### src/hw/periph_consts.svh
`ifndef PERIPH_CONSTS_SVH
`define PERIPH_CONSTS_SVH

// Slave base addresses. Each slave owns addr[11:8].
`define PERIPH_TIMER0_BASE	12'h000
`define PERIPH_TIMER1_BASE	12'h100
`define PERIPH_IRQC_BASE	12'h200

`define PERIPH_NUM_SLAVES	3

// Timer register selects, taken from addr[3:2].
`define TIMER_REG_COUNT		2'd0
`define TIMER_REG_RELOAD	2'd1
`define TIMER_REG_CONTROL	2'd2
`define TIMER_REG_EOI		2'd3

// Interrupt controller register selects.
`define IRQC_REG_RAW		2'd0
`define IRQC_REG_MASK		2'd1
`define IRQC_REG_MASKED		2'd2

// Number of interrupt sources.
`define PERIPH_NUM_IRQ		2

// Count and reload value out of reset.
`define TIMER_RESET_VAL		32'hffff_ffff

`endif

### src/hw/periph_pkg.sv
`default_nettype none

package periph_pkg;

	// Request driven by a master, held until its ack.
	typedef struct packed {
		logic		access;
		logic [11:0]	addr;
		logic		wr_en;
		logic [31:0]	wr_val;
	} bus_req_t;

	// Response returned to a master.
	typedef struct packed {
		logic		ack;
		logic		error;
		logic [31:0]	data;
	} bus_rsp_t;

	// Response from one slave to the decoder.
	typedef struct packed {
		logic		ack;
		logic [31:0]	data;
	} slave_rsp_t;

endpackage

`default_nettype wire

### src/hw/bus_arbiter.sv
`default_nettype none
`timescale 1ns/10ps

module bus_arbiter import periph_pkg::*; (
	input wire		clk,
	input wire		rst,
	input wire bus_req_t	host_req,
	input wire bus_req_t	dbg_req,
	input wire bus_rsp_t	bus_rsp,
	output bus_rsp_t	host_rsp,
	output bus_rsp_t	dbg_rsp,
	output bus_req_t	bus_req
);

localparam logic MASTER_HOST = 1'b0;
localparam logic MASTER_DBG = 1'b1;

logic	busy;
logic	owner;
logic	issue;
logic	last_served;
logic	block_valid;
logic	block_id;

logic	host_ok;
logic	dbg_ok;
logic	grant_ok;
logic	grant;
logic	grant_dbg;
logic	done;

assign done = busy && bus_rsp.ack;

// A master is not eligible while it owns the bus or just after its ack.
always_comb begin
	host_ok = host_req.access && !(busy && owner == MASTER_HOST) &&
		  !(block_valid && block_id == MASTER_HOST);
	dbg_ok = dbg_req.access && !(busy && owner == MASTER_DBG) &&
		 !(block_valid && block_id == MASTER_DBG);
	grant_ok = !busy || done;
	grant = grant_ok && (host_ok || dbg_ok);
	// Debug wins a round-robin tie only if the host was served last.
	grant_dbg = dbg_ok && (!host_ok || last_served == MASTER_HOST);
end

always_ff @(posedge clk) begin
	if (rst) begin
		busy <= 1'b0;
		owner <= MASTER_HOST;
		issue <= 1'b0;
		last_served <= MASTER_DBG;
		block_valid <= 1'b0;
		block_id <= MASTER_HOST;
	end else begin
		issue <= grant;
		block_valid <= done;
		if (done)
			block_id <= owner;

		if (grant) begin
			busy <= 1'b1;
			owner <= grant_dbg;
			last_served <= grant_dbg;
		end else if (done) begin
			busy <= 1'b0;
		end
	end
end

// Address and write fields follow the owner. The strobe lasts one cycle.
always_comb begin
	bus_req = (owner == MASTER_DBG) ? dbg_req : host_req;
	bus_req.access = issue;
end

always_comb begin
	host_rsp = '0;
	dbg_rsp = '0;
	if (busy) begin
		if (owner == MASTER_DBG)
			dbg_rsp = bus_rsp;
		else
			host_rsp = bus_rsp;
	end
end

endmodule

`default_nettype wire

### src/hw/periph_decoder.sv
`default_nettype none
`timescale 1ns/10ps
`include "periph_consts.svh"

module periph_decoder import periph_pkg::*; (
	input wire		clk,
	input wire		rst,
	input wire bus_req_t	bus_req,
	input wire slave_rsp_t	timer0_rsp,
	input wire slave_rsp_t	timer1_rsp,
	input wire slave_rsp_t	irqc_rsp,
	output logic		timer0_cs,
	output logic		timer1_cs,
	output logic		irqc_cs,
	output bus_rsp_t	bus_rsp
);

localparam logic [11:0] TIMER0_BASE = `PERIPH_TIMER0_BASE;
localparam logic [11:0] TIMER1_BASE = `PERIPH_TIMER1_BASE;
localparam logic [11:0] IRQC_BASE = `PERIPH_IRQC_BASE;

logic [`PERIPH_NUM_SLAVES-1:0]	slave_cs;
logic				err_ack;

always_comb begin
	slave_cs[0] = bus_req.addr[11:8] == TIMER0_BASE[11:8];
	slave_cs[1] = bus_req.addr[11:8] == TIMER1_BASE[11:8];
	slave_cs[2] = bus_req.addr[11:8] == IRQC_BASE[11:8];
end

assign timer0_cs = slave_cs[0];
assign timer1_cs = slave_cs[1];
assign irqc_cs = slave_cs[2];

// Unmapped accesses get their ack here one cycle after the strobe.
always_ff @(posedge clk) begin
	if (rst)
		err_ack <= 1'b0;
	else
		err_ack <= bus_req.access && ~|slave_cs;
end

always_comb begin
	bus_rsp = '0;
	if (slave_cs[0]) begin
		bus_rsp.ack = timer0_rsp.ack;
		bus_rsp.data = timer0_rsp.data;
	end else if (slave_cs[1]) begin
		bus_rsp.ack = timer1_rsp.ack;
		bus_rsp.data = timer1_rsp.data;
	end else if (slave_cs[2]) begin
		bus_rsp.ack = irqc_rsp.ack;
		bus_rsp.data = irqc_rsp.data;
	end else begin
		bus_rsp.ack = err_ack;
		bus_rsp.error = err_ack;
	end
end

endmodule

`default_nettype wire

### src/hw/periph_timer.sv
`default_nettype none
`timescale 1ns/10ps
`include "periph_consts.svh"

module periph_timer import periph_pkg::*; (
	input wire		clk,
	input wire		rst,
	input wire bus_req_t	bus_req,
	input wire		cs,
	output slave_rsp_t	rsp,
	output logic		irq
);

logic [31:0]	count;
logic [31:0]	reload;

logic		periodic;
logic		enabled;
logic		irq_enable;
logic		irq_active;
logic		irq_cleared;

logic [1:0]	reg_sel;
logic		timer_access;
logic		timer_write;
logic		rsp_ack;

assign reg_sel = bus_req.addr[3:2];
assign timer_access = bus_req.access && cs;
assign timer_write = timer_access && bus_req.wr_en;

assign irq = irq_active && irq_enable;

always_comb begin
	rsp.ack = rsp_ack;
	case (reg_sel)
	`TIMER_REG_COUNT: rsp.data = count;
	`TIMER_REG_RELOAD: rsp.data = reload;
	`TIMER_REG_CONTROL: rsp.data = {29'b0, irq_enable, enabled, periodic};
	default: rsp.data = 32'b0;
	endcase
end

always_ff @(posedge clk) begin
	if (rst)
		rsp_ack <= 1'b0;
	else
		rsp_ack <= timer_access;
end

always_ff @(posedge clk) begin
	if (rst) begin
		count <= `TIMER_RESET_VAL;
		reload <= `TIMER_RESET_VAL;
		periodic <= 1'b0;
		enabled <= 1'b0;
		irq_enable <= 1'b0;
		irq_active <= 1'b0;
		irq_cleared <= 1'b0;
	end else begin
		if (enabled) begin
			if (count == 32'd0) begin
				if (periodic)
					count <= reload;
				// Periodic expiry re-arms the interrupt by itself.
				if (irq_enable && (periodic || !irq_cleared))
					irq_active <= 1'b1;
			end else begin
				count <= count - 32'd1;
			end
		end

		// Bus writes take priority over the counter.
		if (timer_write) begin
			case (reg_sel)
			`TIMER_REG_RELOAD: begin
				reload <= bus_req.wr_val;
				count <= bus_req.wr_val;
				irq_cleared <= 1'b0;
			end
			`TIMER_REG_CONTROL: begin
				{irq_enable, enabled, periodic} <= bus_req.wr_val[2:0];
			end
			`TIMER_REG_EOI: begin
				irq_active <= 1'b0;
				irq_cleared <= 1'b1;
			end
			default: begin
				// Count is read-only.
			end
			endcase
		end
	end
end

endmodule

`default_nettype wire

### src/hw/irq_controller.sv
`default_nettype none
`timescale 1ns/10ps
`include "periph_consts.svh"

module irq_controller import periph_pkg::*; #(
	parameter int num_irq = `PERIPH_NUM_IRQ
) (
	input wire			clk,
	input wire			rst,
	input wire bus_req_t		bus_req,
	input wire			cs,
	input wire [num_irq-1:0]	irq_in,
	output slave_rsp_t		rsp,
	output logic			irq
);

logic [num_irq-1:0]	mask;
logic [num_irq-1:0]	masked;
logic [1:0]		reg_sel;
logic			irqc_access;
logic			rsp_ack;

assign reg_sel = bus_req.addr[3:2];
assign irqc_access = bus_req.access && cs;

// Sources are already registered in the timers.
assign masked = irq_in & mask;
assign irq = |masked;

always_comb begin
	rsp.ack = rsp_ack;
	case (reg_sel)
	`IRQC_REG_RAW: rsp.data = {{(32 - num_irq){1'b0}}, irq_in};
	`IRQC_REG_MASK: rsp.data = {{(32 - num_irq){1'b0}}, mask};
	`IRQC_REG_MASKED: rsp.data = {{(32 - num_irq){1'b0}}, masked};
	default: rsp.data = 32'b0;
	endcase
end

always_ff @(posedge clk) begin
	if (rst)
		rsp_ack <= 1'b0;
	else
		rsp_ack <= irqc_access;
end

// Only the mask is writable.
always_ff @(posedge clk) begin
	if (rst)
		mask <= '0;
	else if (irqc_access && bus_req.wr_en && reg_sel == `IRQC_REG_MASK)
		mask <= bus_req.wr_val[num_irq-1:0];
end

endmodule

`default_nettype wire

### src/hw/periph_subsystem.sv
`default_nettype none
`timescale 1ns/10ps
`include "periph_consts.svh"

module periph_subsystem import periph_pkg::*; (
	input wire		clk,
	input wire		rst,
	input wire bus_req_t	host_req,
	input wire bus_req_t	dbg_req,
	output bus_rsp_t	host_rsp,
	output bus_rsp_t	dbg_rsp,
	output logic		irq
);

bus_req_t	bus_req;
bus_rsp_t	bus_rsp;

slave_rsp_t	timer0_rsp;
slave_rsp_t	timer1_rsp;
slave_rsp_t	irqc_rsp;

logic		timer0_cs;
logic		timer1_cs;
logic		irqc_cs;

logic [`PERIPH_NUM_IRQ-1:0]	timer_irq;

bus_arbiter arb0 (
	.clk		(clk),
	.rst		(rst),
	.host_req	(host_req),
	.dbg_req	(dbg_req),
	.bus_rsp	(bus_rsp),
	.host_rsp	(host_rsp),
	.dbg_rsp	(dbg_rsp),
	.bus_req	(bus_req)
);

periph_decoder dec0 (
	.clk		(clk),
	.rst		(rst),
	.bus_req	(bus_req),
	.timer0_rsp	(timer0_rsp),
	.timer1_rsp	(timer1_rsp),
	.irqc_rsp	(irqc_rsp),
	.timer0_cs	(timer0_cs),
	.timer1_cs	(timer1_cs),
	.irqc_cs	(irqc_cs),
	.bus_rsp	(bus_rsp)
);

periph_timer timer0 (
	.clk		(clk),
	.rst		(rst),
	.bus_req	(bus_req),
	.cs		(timer0_cs),
	.rsp		(timer0_rsp),
	.irq		(timer_irq[0])
);

periph_timer timer1 (
	.clk		(clk),
	.rst		(rst),
	.bus_req	(bus_req),
	.cs		(timer1_cs),
	.rsp		(timer1_rsp),
	.irq		(timer_irq[1])
);

irq_controller #(
	.num_irq	(`PERIPH_NUM_IRQ)
) irqc0 (
	.clk		(clk),
	.rst		(rst),
	.bus_req	(bus_req),
	.cs		(irqc_cs),
	.irq_in		(timer_irq),
	.rsp		(irqc_rsp),
	.irq		(irq)
);

endmodule

`default_nettype wire

### config.mk
export PLATFORM = sky130hd
export DESIGN_NAME = periph_subsystem
export DESIGN_NICKNAME = d
export VERILOG_FILES = /design/src/hw/periph_pkg.sv /design/src/hw/bus_arbiter.sv /design/src/hw/periph_decoder.sv /design/src/hw/periph_timer.sv /design/src/hw/irq_controller.sv /design/src/hw/periph_subsystem.sv
export VERILOG_INCLUDE_DIRS = /design/src /design/src/hw
export SDC_FILE = /design/constraint.sdc
export NUM_CORES = 1
export LEC_CHECK = 0
export BUFFER_PORTS_ARGS = -buffer_cell sky130_fd_sc_hd__buf_2
export CAP_MARGIN = 20
export CORE_MARGIN = 1.5
export CORE_UTILIZATION = 40
export DETAILED_ROUTE_END_ITERATION = 8
export PLACE_DENSITY = 0.64
export SYNTH_ARGS = -nofsm -noshare
export SYNTH_HDL_FRONTEND = slang
export SYNTH_SLANG_ARGS = --single-unit
### constraint.sdc
create_clock -name clk -period 4.1 [get_ports clk]
set_input_delay 0.82 -clock clk [delete_from_list [all_inputs] [get_ports clk]]
set_output_delay 0.82 -clock clk [all_outputs]
set_load 0.005 [all_outputs]
# Yosys cells after proc, flatten, opt, wreduce, memory -nomap -nowiden
# Index checks and enable logic that the tools add are counted.
# word_totals
regBits	150
in_bits	94
output_inout_bits	69
# op_classes
n_addsub	2
eq_ne	5
mux	40
bitwise	4
n_reduce_logical	51
# ops
cell	count
32-bit 2-to-1 mux	13
32-bit case mux with 3 select lines	2
34-bit 2-to-1 mux	4
32-bit logical NOT	2
32-bit by 1-bit subtractor with 32-bit output (second input constant)	2
45-bit 2-to-1 mux	1
1-bit logical AND	23
1-bit 2-to-1 mux	18
2-bit AND reduction	6
1-bit logical NOT	9
2-bit case mux with 3 select lines	1
1-bit logical OR	5
2-bit equality test (second input constant)	2
4-bit by 1-bit equality test with 1-bit output (second input constant)	1
4-bit by 2-bit equality test with 1-bit output (second input constant)	1
4-bit logical NOT	1
2-bit nonzero test	2
1-bit inverter	3
3-bit OR reduction	1
2-bit AND	1
2-bit by 1-bit equality test with 1-bit output (second input constant)	1
2-bit logical NOT	1
1-bit case mux with 2 select lines	1
2-bit OR reduction	1

# Depth between registers and ports, before layout
# Gate-level depths: netlist (run 1).
# logic_depth
ltp_word	9
depth_mapped	10
depth_no_buf	8

# Cells and area by module
# From an unflattened synthesis (run 1), not the netlist that was laid out.
# hier_totals
hier_cells	1517
hier_area_um2	11272.1
# modules_own_cells
mod	instances	cells_per_inst	area_each_um2	seq_area_each_um2
periph_timer at timer1	1	570	4370.4	1401.3
periph_timer at timer0	1	571	4345.4	1401.3
bus_arbiter	1	164	1341.3	120.1
periph_decoder	1	158	775.7	20.0
irq_controller	1	54	439.2	60.1

# Worst setup path before layout (run 1)
# Ideal clock, no wire load.
# synth_path
kind	input to output
start	in dbg_req[41] (netlist bit)
end	out dbg_rsp[21] (netlist bit)
t_arrival_ns	2.435
t_required_ns	3.280
slack_ns	0.845
cell_stages	7
path_buffers	2
path_cell_list	or3b_2 -> and2_1 -> or2_2 -> clkbuf_1 -> clkbuf_1 -> o22a_1 -> nor2_1
# synth_lines
element	line	source
from (decl)	periph_subsystem.sv:9	input wire bus_req_t dbg_req,
to (decl)	periph_subsystem.sv:11	output bus_rsp_t dbg_rsp,

==> implementation parameters, run 1 <==
Parameter                              Value

Run status
  Run status ... finished clean

Power
  Cell area power density ... 332 nW/um^2
  Switching power of the nets ... 1070 uW
  Int Pwr ... between 2000 and 3000 uW
  Switching Fraction ... 0.279
  Leakage power summed over all cells ... 0.00452 uW
  Clk pwr share ... 0.441
  Combinational Power Share ... 0.161
  Total design power ... 3820 uW
  Maximum VDD drop ... 0.217 mV
  Sequential share of power ... 0.398

Synthesis
  Synth Register Bits ... 150
  Area share of the largest cell type after synthesis ... 0.309
  Share of flip-flops with an asynchronous set or reset after synthesis ... 0
  Most instantiated library cell after synthesis ... nor2_1
  Sequential cell area fraction in the yosys report ... 0.309
  Post-synthesis instance area ... 9720 sq um
  Post-synthesis cell type with the largest combined area ... dfxtp_1
  Synth cell types ... 77
  Leading cell types by total area after synthesis ... dfxtp_1 31%, nor2_1 7.0%, mux2i_1 6.6%
  Syn Inst Count ... 1295
  Commonest cells in the synthesized netlist ... 182 x nor2_1, 153 x nand2_1, 150 x dfxtp_1
  Number of flops mapped to enable cells by yosys ... 0
  Syn Nets ... 1393
  Flip-flop cell with the highest count after synthesis ... dfxtp_1
  Synthesis warning total ... 0
  Average instance area after synthesis ... 7.50 sq um

Die
  Row Count ... 56
  Die Footprint ... 25200 sq um
  Core area ... 23700 sq um
  Top-Level Pins ... 163
  Die Width ... 159 um
  Vertical die dimension ... 159 um
  Starting Density ... 0.410

STA
  Highest attainable clock frequency ... 265 MHz
  Period minus WS final ... 3770 ps
  Unrepaired setup endpoints after global routing ... no
  Slew margin rel. ... 0.346
  Period utilisation layout ... 0.921
  Hold Vio Cnt, Final ... 0
  Fin Clk Skew ... a little over 5 ps
  Total Neg Setup Slack ... 0 ps
  Final number of max-transition violations ... 0
  Endpoints failing setup ... 0
  Measured slew at the worst slew-check pin ... between 900 and 1000 ps

Clocking
  Depth of the CTS H-tree ... 4
  Clock tree from TritonCTS ... yes
  Cts hold-fix bufs ... 0
  Clock root cell ... clkbuf_16
  Postcts setup bufs ... 0
  Clock buffers created by TritonCTS ... 17
  Buffer levels on the longest clock path ... 2
  Post-CTS resize count ... 0
  Number of clock sinks seen by CTS ... 150
  Clock latency at the later pin of the worst-skew pair ... between 400 and 500 ps
  Clock transition time at the flip-flop clock pins of the worst setup and hold paths ... 60 ps

Place
  Final HPWL DP ... 27.4 mm
  Final estimated routing congestion in global placement ... 0.940
  Buffers on Ports ... 150

Global routing
  Antenna violations before repair ... 0
  Largest net degree at the start of global routing ... 49
  Residual overflow from global routing ... 0
  Global-route wire length before repair ... 59.4 mm
  GRT Overall Usage ... 0.300
  Number of global-route vias before repair ... ~10000

Critical path
  Critical path peak fanout ... 23
  Cell-by-cell listing of the critical path ... buf_4 -> or3_1 -> and2_1 -> or2_2 -> o22a_1 -> nor2_1 -> buf_2
  Capturing element type of the critical path ... output port
  Crit path DAT ... slightly below 3000 ps
  Nature of the critical path startpoint ... flop
  Required time of the critical path ... 3280 ps
  Slowest library cell on the worst path ... or2_2
  Kind of critical path ... flop to output port
  Critical Path Max Stage Delay ... 530 ps

Run
  Number of maximum-capacitance constraint violations ... 0

Drt
  Final antenna-violating net count ... 0
  Via/cell ratio ... 6.45
  Wire length per cell ... approximately 22 um
  Vias after detailed routing ... 11200
  Initial DRC Count ... approximately 1300
  DRT Pass-1 Iters ... 7
  Aggregate routed wire length ... 38.9 mm
  DRC violations left ... 0

Layout
  Total Nets Final ... 1505
  Count of antenna diodes in the layout ... 0
  Synthesis-to-finish area growth ... 18.3%
  Fraction of final layout cells with drive strength greater than 1 ... 0.188

Hold path
  Path class of the lowest-slack min-delay path ... flop to flop
## power groups by stage
stage	sequential, uW	combinational [uW]	clock [uW]
floorplan	1530	362	0
global placement	1550	600	0
detailed placement	1550	604	0
CTS	1520	606	1700
global route	1520	649	1750
finish	1520	616	1680
## worst max-delay path: cells and delay by family, from the launching register on
kind / cells / cell delay [ps]
compound gates: 1 / 340
flops: 1 / 450
buf+inv: 2 / 410
simple gates: 4 / 1310
## sequential cells by signal, indices dropped and copies added (netlist names), 2 cells and up
| register | count |
|---|---|
| timer0.count | 32 |
| timer1.reload | 32 |
| timer1.count | 32 |
| irqc0.mask | 2 |
| timer0.reload | 32 |
## metal layers
metal | GRT usage | wire length [um] | vias to the layer above
li1 | - | - | 5080
met1 | 0.395 | 15700 | 5237
met2 | 0.469 | 17100 | 752
met3 | 0.0475 | 4130 | 131
met4 | 0.168 | 2020 | 0
met5 | 0 | 0 | -
## stage by stage
step | cells | hold slack (ps) | area (sq um) | setup slack, ps | util
2_1_floorplan | 1295 | 430 | 9720 | 845 | -
3_3_place_gp | 1707 | 443 | 10900 | 558 | 0.459
3_5_place_dp | 1707 | 448 | 10900 | 570 | 0.459
4_1_cts | 1737 | 457 | 11500 | 355 | 0.486
5_1_grt | 1737 | 480 | 11500 | 196 | 0.486
6_report | 1737 | 458 | 11500 | 325 | 0.486
## worst paths after layout
check,start,endpoint,slack (ps),depth (start not counted)
min reg2reg,timer1.reload[28]$_SDFFE_PP1P_,timer1.reload[28]$_SDFFE_PP1P_,460,2
max,arb0.owner$_SDFFE_PP0P_,dbg_rsp[19],330,7
min,timer1.reload[28]$_SDFFE_PP1P_,timer1.reload[28]$_SDFFE_PP1P_,460,2
max reg2reg,timer0.count[1]$_SDFF_PP1_,timer0.count[12]$_SDFF_PP1_,870,8
## kinds of logic after synthesis
group / synth area share
flip-flops: 0.309
AO/OA/AOI/OAI: 0.284
buffers and inverters: 0.0496
multiplexers: 0.0810
XOR/XNOR: 0.00180
adder cells (fa/ha/maj): 0.00515
AND/OR/NAND/NOR: 0.269
## cell usage in the layout (no fill, tap or decap), drive strengths merged, types with 35 or more instances in the layout
| master | count |
|---|---|
| buf | 195 |
| o21ai | 83 |
| mux2i | 64 |
| dfxtp | 150 |
| a21oi | 58 |
| nor3 | 40 |
| nand3 | 35 |
| nand2 | 153 |
| nor2 | 183 |
| a22oi | 52 |
## final cells by class
| cell class | instances | area (sq um) |
|---|---|---|
| Clock buffer | 23 | 508 |
| Clock inverter | 7 | 116 |
| Fill cell | 2375 | 12200 |
| Inverter | 19 | 71.3 |
| Multi-Input combinational cell | 1024 | 6270 |
| Sequential cell | 150 | 3000 |
| Tap cell | 319 | 399 |
| Timing Repair Buffer | 195 | 1130 |
No activity file was read; power rests on OpenSTA's default activity.
==> run 2, diff against run 1 <==
Settings changed: RECOVER_POWER set to 50.
==> implementation parameters, run 2 (same netlist as run 1, synthesis figures left out) <==
Parameter                              Value

Run status
  Run status ... finished clean

STA
  Period utilisation layout ... 0.926
  Endpoints failing setup ... 0
  Hold Vio Cnt, Final ... 0
  Total Neg Setup Slack ... 0 ps
  Fin Clk Skew ... slightly above 7 ps
  Measured slew at the worst slew-check pin ... 1310 ps
  Period minus WS final ... approximately 3800 ps
  Slew margin rel. ... 0.126
  Highest attainable clock frequency ... 263 MHz
  Final number of max-transition violations ... 0
  Unrepaired setup endpoints after global routing ... no

Place
  Final estimated routing congestion in global placement ... 0.940
  Cell count after placement ... roughly 1700
  Final HPWL DP ... 27.4 mm
  Buffers on Ports ... 150
  Placed Area ... between 10000 and 15000 sq um

Layout
  Synthesis-to-finish area growth ... 17.8%
  Post-route design area ... ~11000 sq um
  Most common cell after layout, fill and taps aside ... nor2_1
  Post-Route Utilization ... 0.483
  Commonest cells after routing, fill and taps aside ... 182 x nor2_1, 153 x nand2_1, 149 x dfxtp_1, 149 x buf_2, 83 x o21ai_0
  Final instance count without filler cells ... roughly 1700
  Fraction of final layout cells with drive strength greater than 1 ... 0.180
  Count of antenna diodes in the layout ... 0
  Total Nets Final ... 1505

Global routing
  Antenna violations before repair ... 0
  Largest net degree at the start of global routing ... 49
  GRT Overall Usage ... 0.300
  Met1 GRT Util ... 0.395
  Most Used Layer, Global Route ... met2
  Number of global-route vias before repair ... 10300
  Global-route wire length before repair ... a little under 60 mm
  Residual overflow from global routing ... 0
  Global-route met3 utilization ... 0.0475
  Met2 Use GR ... 0.469

Drt
  Aggregate routed wire length ... approximately 39 mm
  DRT Pass-1 Iters ... 5
  Via/cell ratio ... between 6 and 7
  Wire length per cell ... 22.5 um
  Vias after detailed routing ... 11200
  DRC violations left ... 0
  Initial DRC Count ... 1405
  Final antenna-violating net count ... 0

Clocking
  Postcts setup bufs ... 0
  Clock buffers created by TritonCTS ... 17
  Clock transition time at the flip-flop clock pins of the worst setup and hold paths ... 60 ps
  Number of clock sinks seen by CTS ... 150
  Post-CTS resize count ... 0
  Clock tree from TritonCTS ... yes
  Clock root cell ... clkbuf_16
  Depth of the CTS H-tree ... 4
  Clock latency at the later pin of the worst-skew pair ... between 400 and 500 ps
  Cts hold-fix bufs ... 0
  Buffer levels on the longest clock path ... 2

Critical path
  Kind of critical path ... flop to output port
  Critical register-to-register path endpoint ... timer1.count[31]$_SDFF_PP1_
  Path depth of the worst reg2reg path ... 9
  Startpoint of the most critical setup path ... arb0.owner$_SDFFE_PP0P_
  Reg2reg setup slack ... between 400 and 500 ps
  Endpoint of the most critical setup path ... dbg_rsp[19]
  Critical path peak fanout ... 23
  Nature of the critical path startpoint ... flop
  Capturing element type of the critical path ... output port
  Crit path DAT ... 2980 ps
  Start of the worst register-to-register path ... arb0.owner$_SDFFE_PP0P_
  Required time of the critical path ... 3280 ps

Die
  Vertical die dimension ... about 160 um
  Top-Level Pins ... 163
  Starting Density ... 0.410
  Row Count ... 56
  Die Footprint ... 25200 sq um
  Die Width ... 159 um
  Core area ... 23700 sq um

Run
  Number of maximum-capacitance constraint violations ... 0

Power
  Maximum VDD drop ... 0.210 mV
  Leakage power summed over all cells ... 0.00446 uW
  Cell area power density ... 334 nW/um^2

Hold path
  Path class of the lowest-slack min-delay path ... flop to flop
[run 2: cell count changes in the layout (fill, tap and decap cells not counted), sizes merged]
cell | before | now
clkbuf | 23 | 32
buf | 195 | 186
[run 2: critical path: stages (launching register included)]
cell     delay [ps]
dfxtp_2         450
buf_4           300
or3_1           450
and2_0          230
or2_2           530
o22a_1          340
nor2_1          120
buf_2           110
[run 2: worst min path at each step]
stage,startpoint,end,slack [ps],cells after the start
3_3_place_gp,timer1.reload[28]$_SDFFE_PP1P_,timer1.reload[28]$_SDFFE_PP1P_,440,2
2_1_floorplan,timer0.reload[11]$_SDFFE_PP1P_,timer0.reload[11]$_SDFFE_PP1P_,430,2
4_1_cts,timer1.reload[24]$_SDFFE_PP1P_,timer1.reload[24]$_SDFFE_PP1P_,460,2
3_5_place_dp,timer1.reload[28]$_SDFFE_PP1P_,timer1.reload[28]$_SDFFE_PP1P_,450,2
5_1_grt,timer0.reload[14]$_SDFFE_PP1P_,timer0.reload[14]$_SDFFE_PP1P_,480,2
6_report,timer1.reload[28]$_SDFFE_PP1P_,timer1.reload[28]$_SDFFE_PP1P_,460,2
[run 2: routing by layer]
metal,wire length (um),share of wire,vias to the layer above
met1,16000,0.41,5236
li1,-,-,5079
met4,2050,0.052,0
met3,4000,0.10,125
met5,0,0,-
met2,17000,0.44,712
[run 2: layout make-up]
| class | instances | area (sq um) |
|---|---|---|
| inverters | 19 | 71.3 |
| well taps | 319 | 399 |
| fillers | 2387 | 12200 |
| flip-flops and latches | 150 | 3000 |
| repair buffers | 195 | 1100 |
| clock buffers | 23 | 508 |
| multi-input cells | 1024 | 6250 |
| clock inverters | 7 | 116 |
[run 2: report_power, final]
group,internal [uW],switching (uW),leakage (uW)
Clock,1050,639,0.000308
Sequential,1480,38.9,0.00122
Combinational,224,392,0.00294
Total,2750,1070,0.00446
[run 2: stage by stage]
step                setup WS (ps)  total power [uW]  hold slack, ps
finish                        305              3820             457
global route                  196              3920             480
CTS                           355              3820             457
detailed placement            570              2150             448
global placement              558              2150             443
floorplan                     845              1890             430
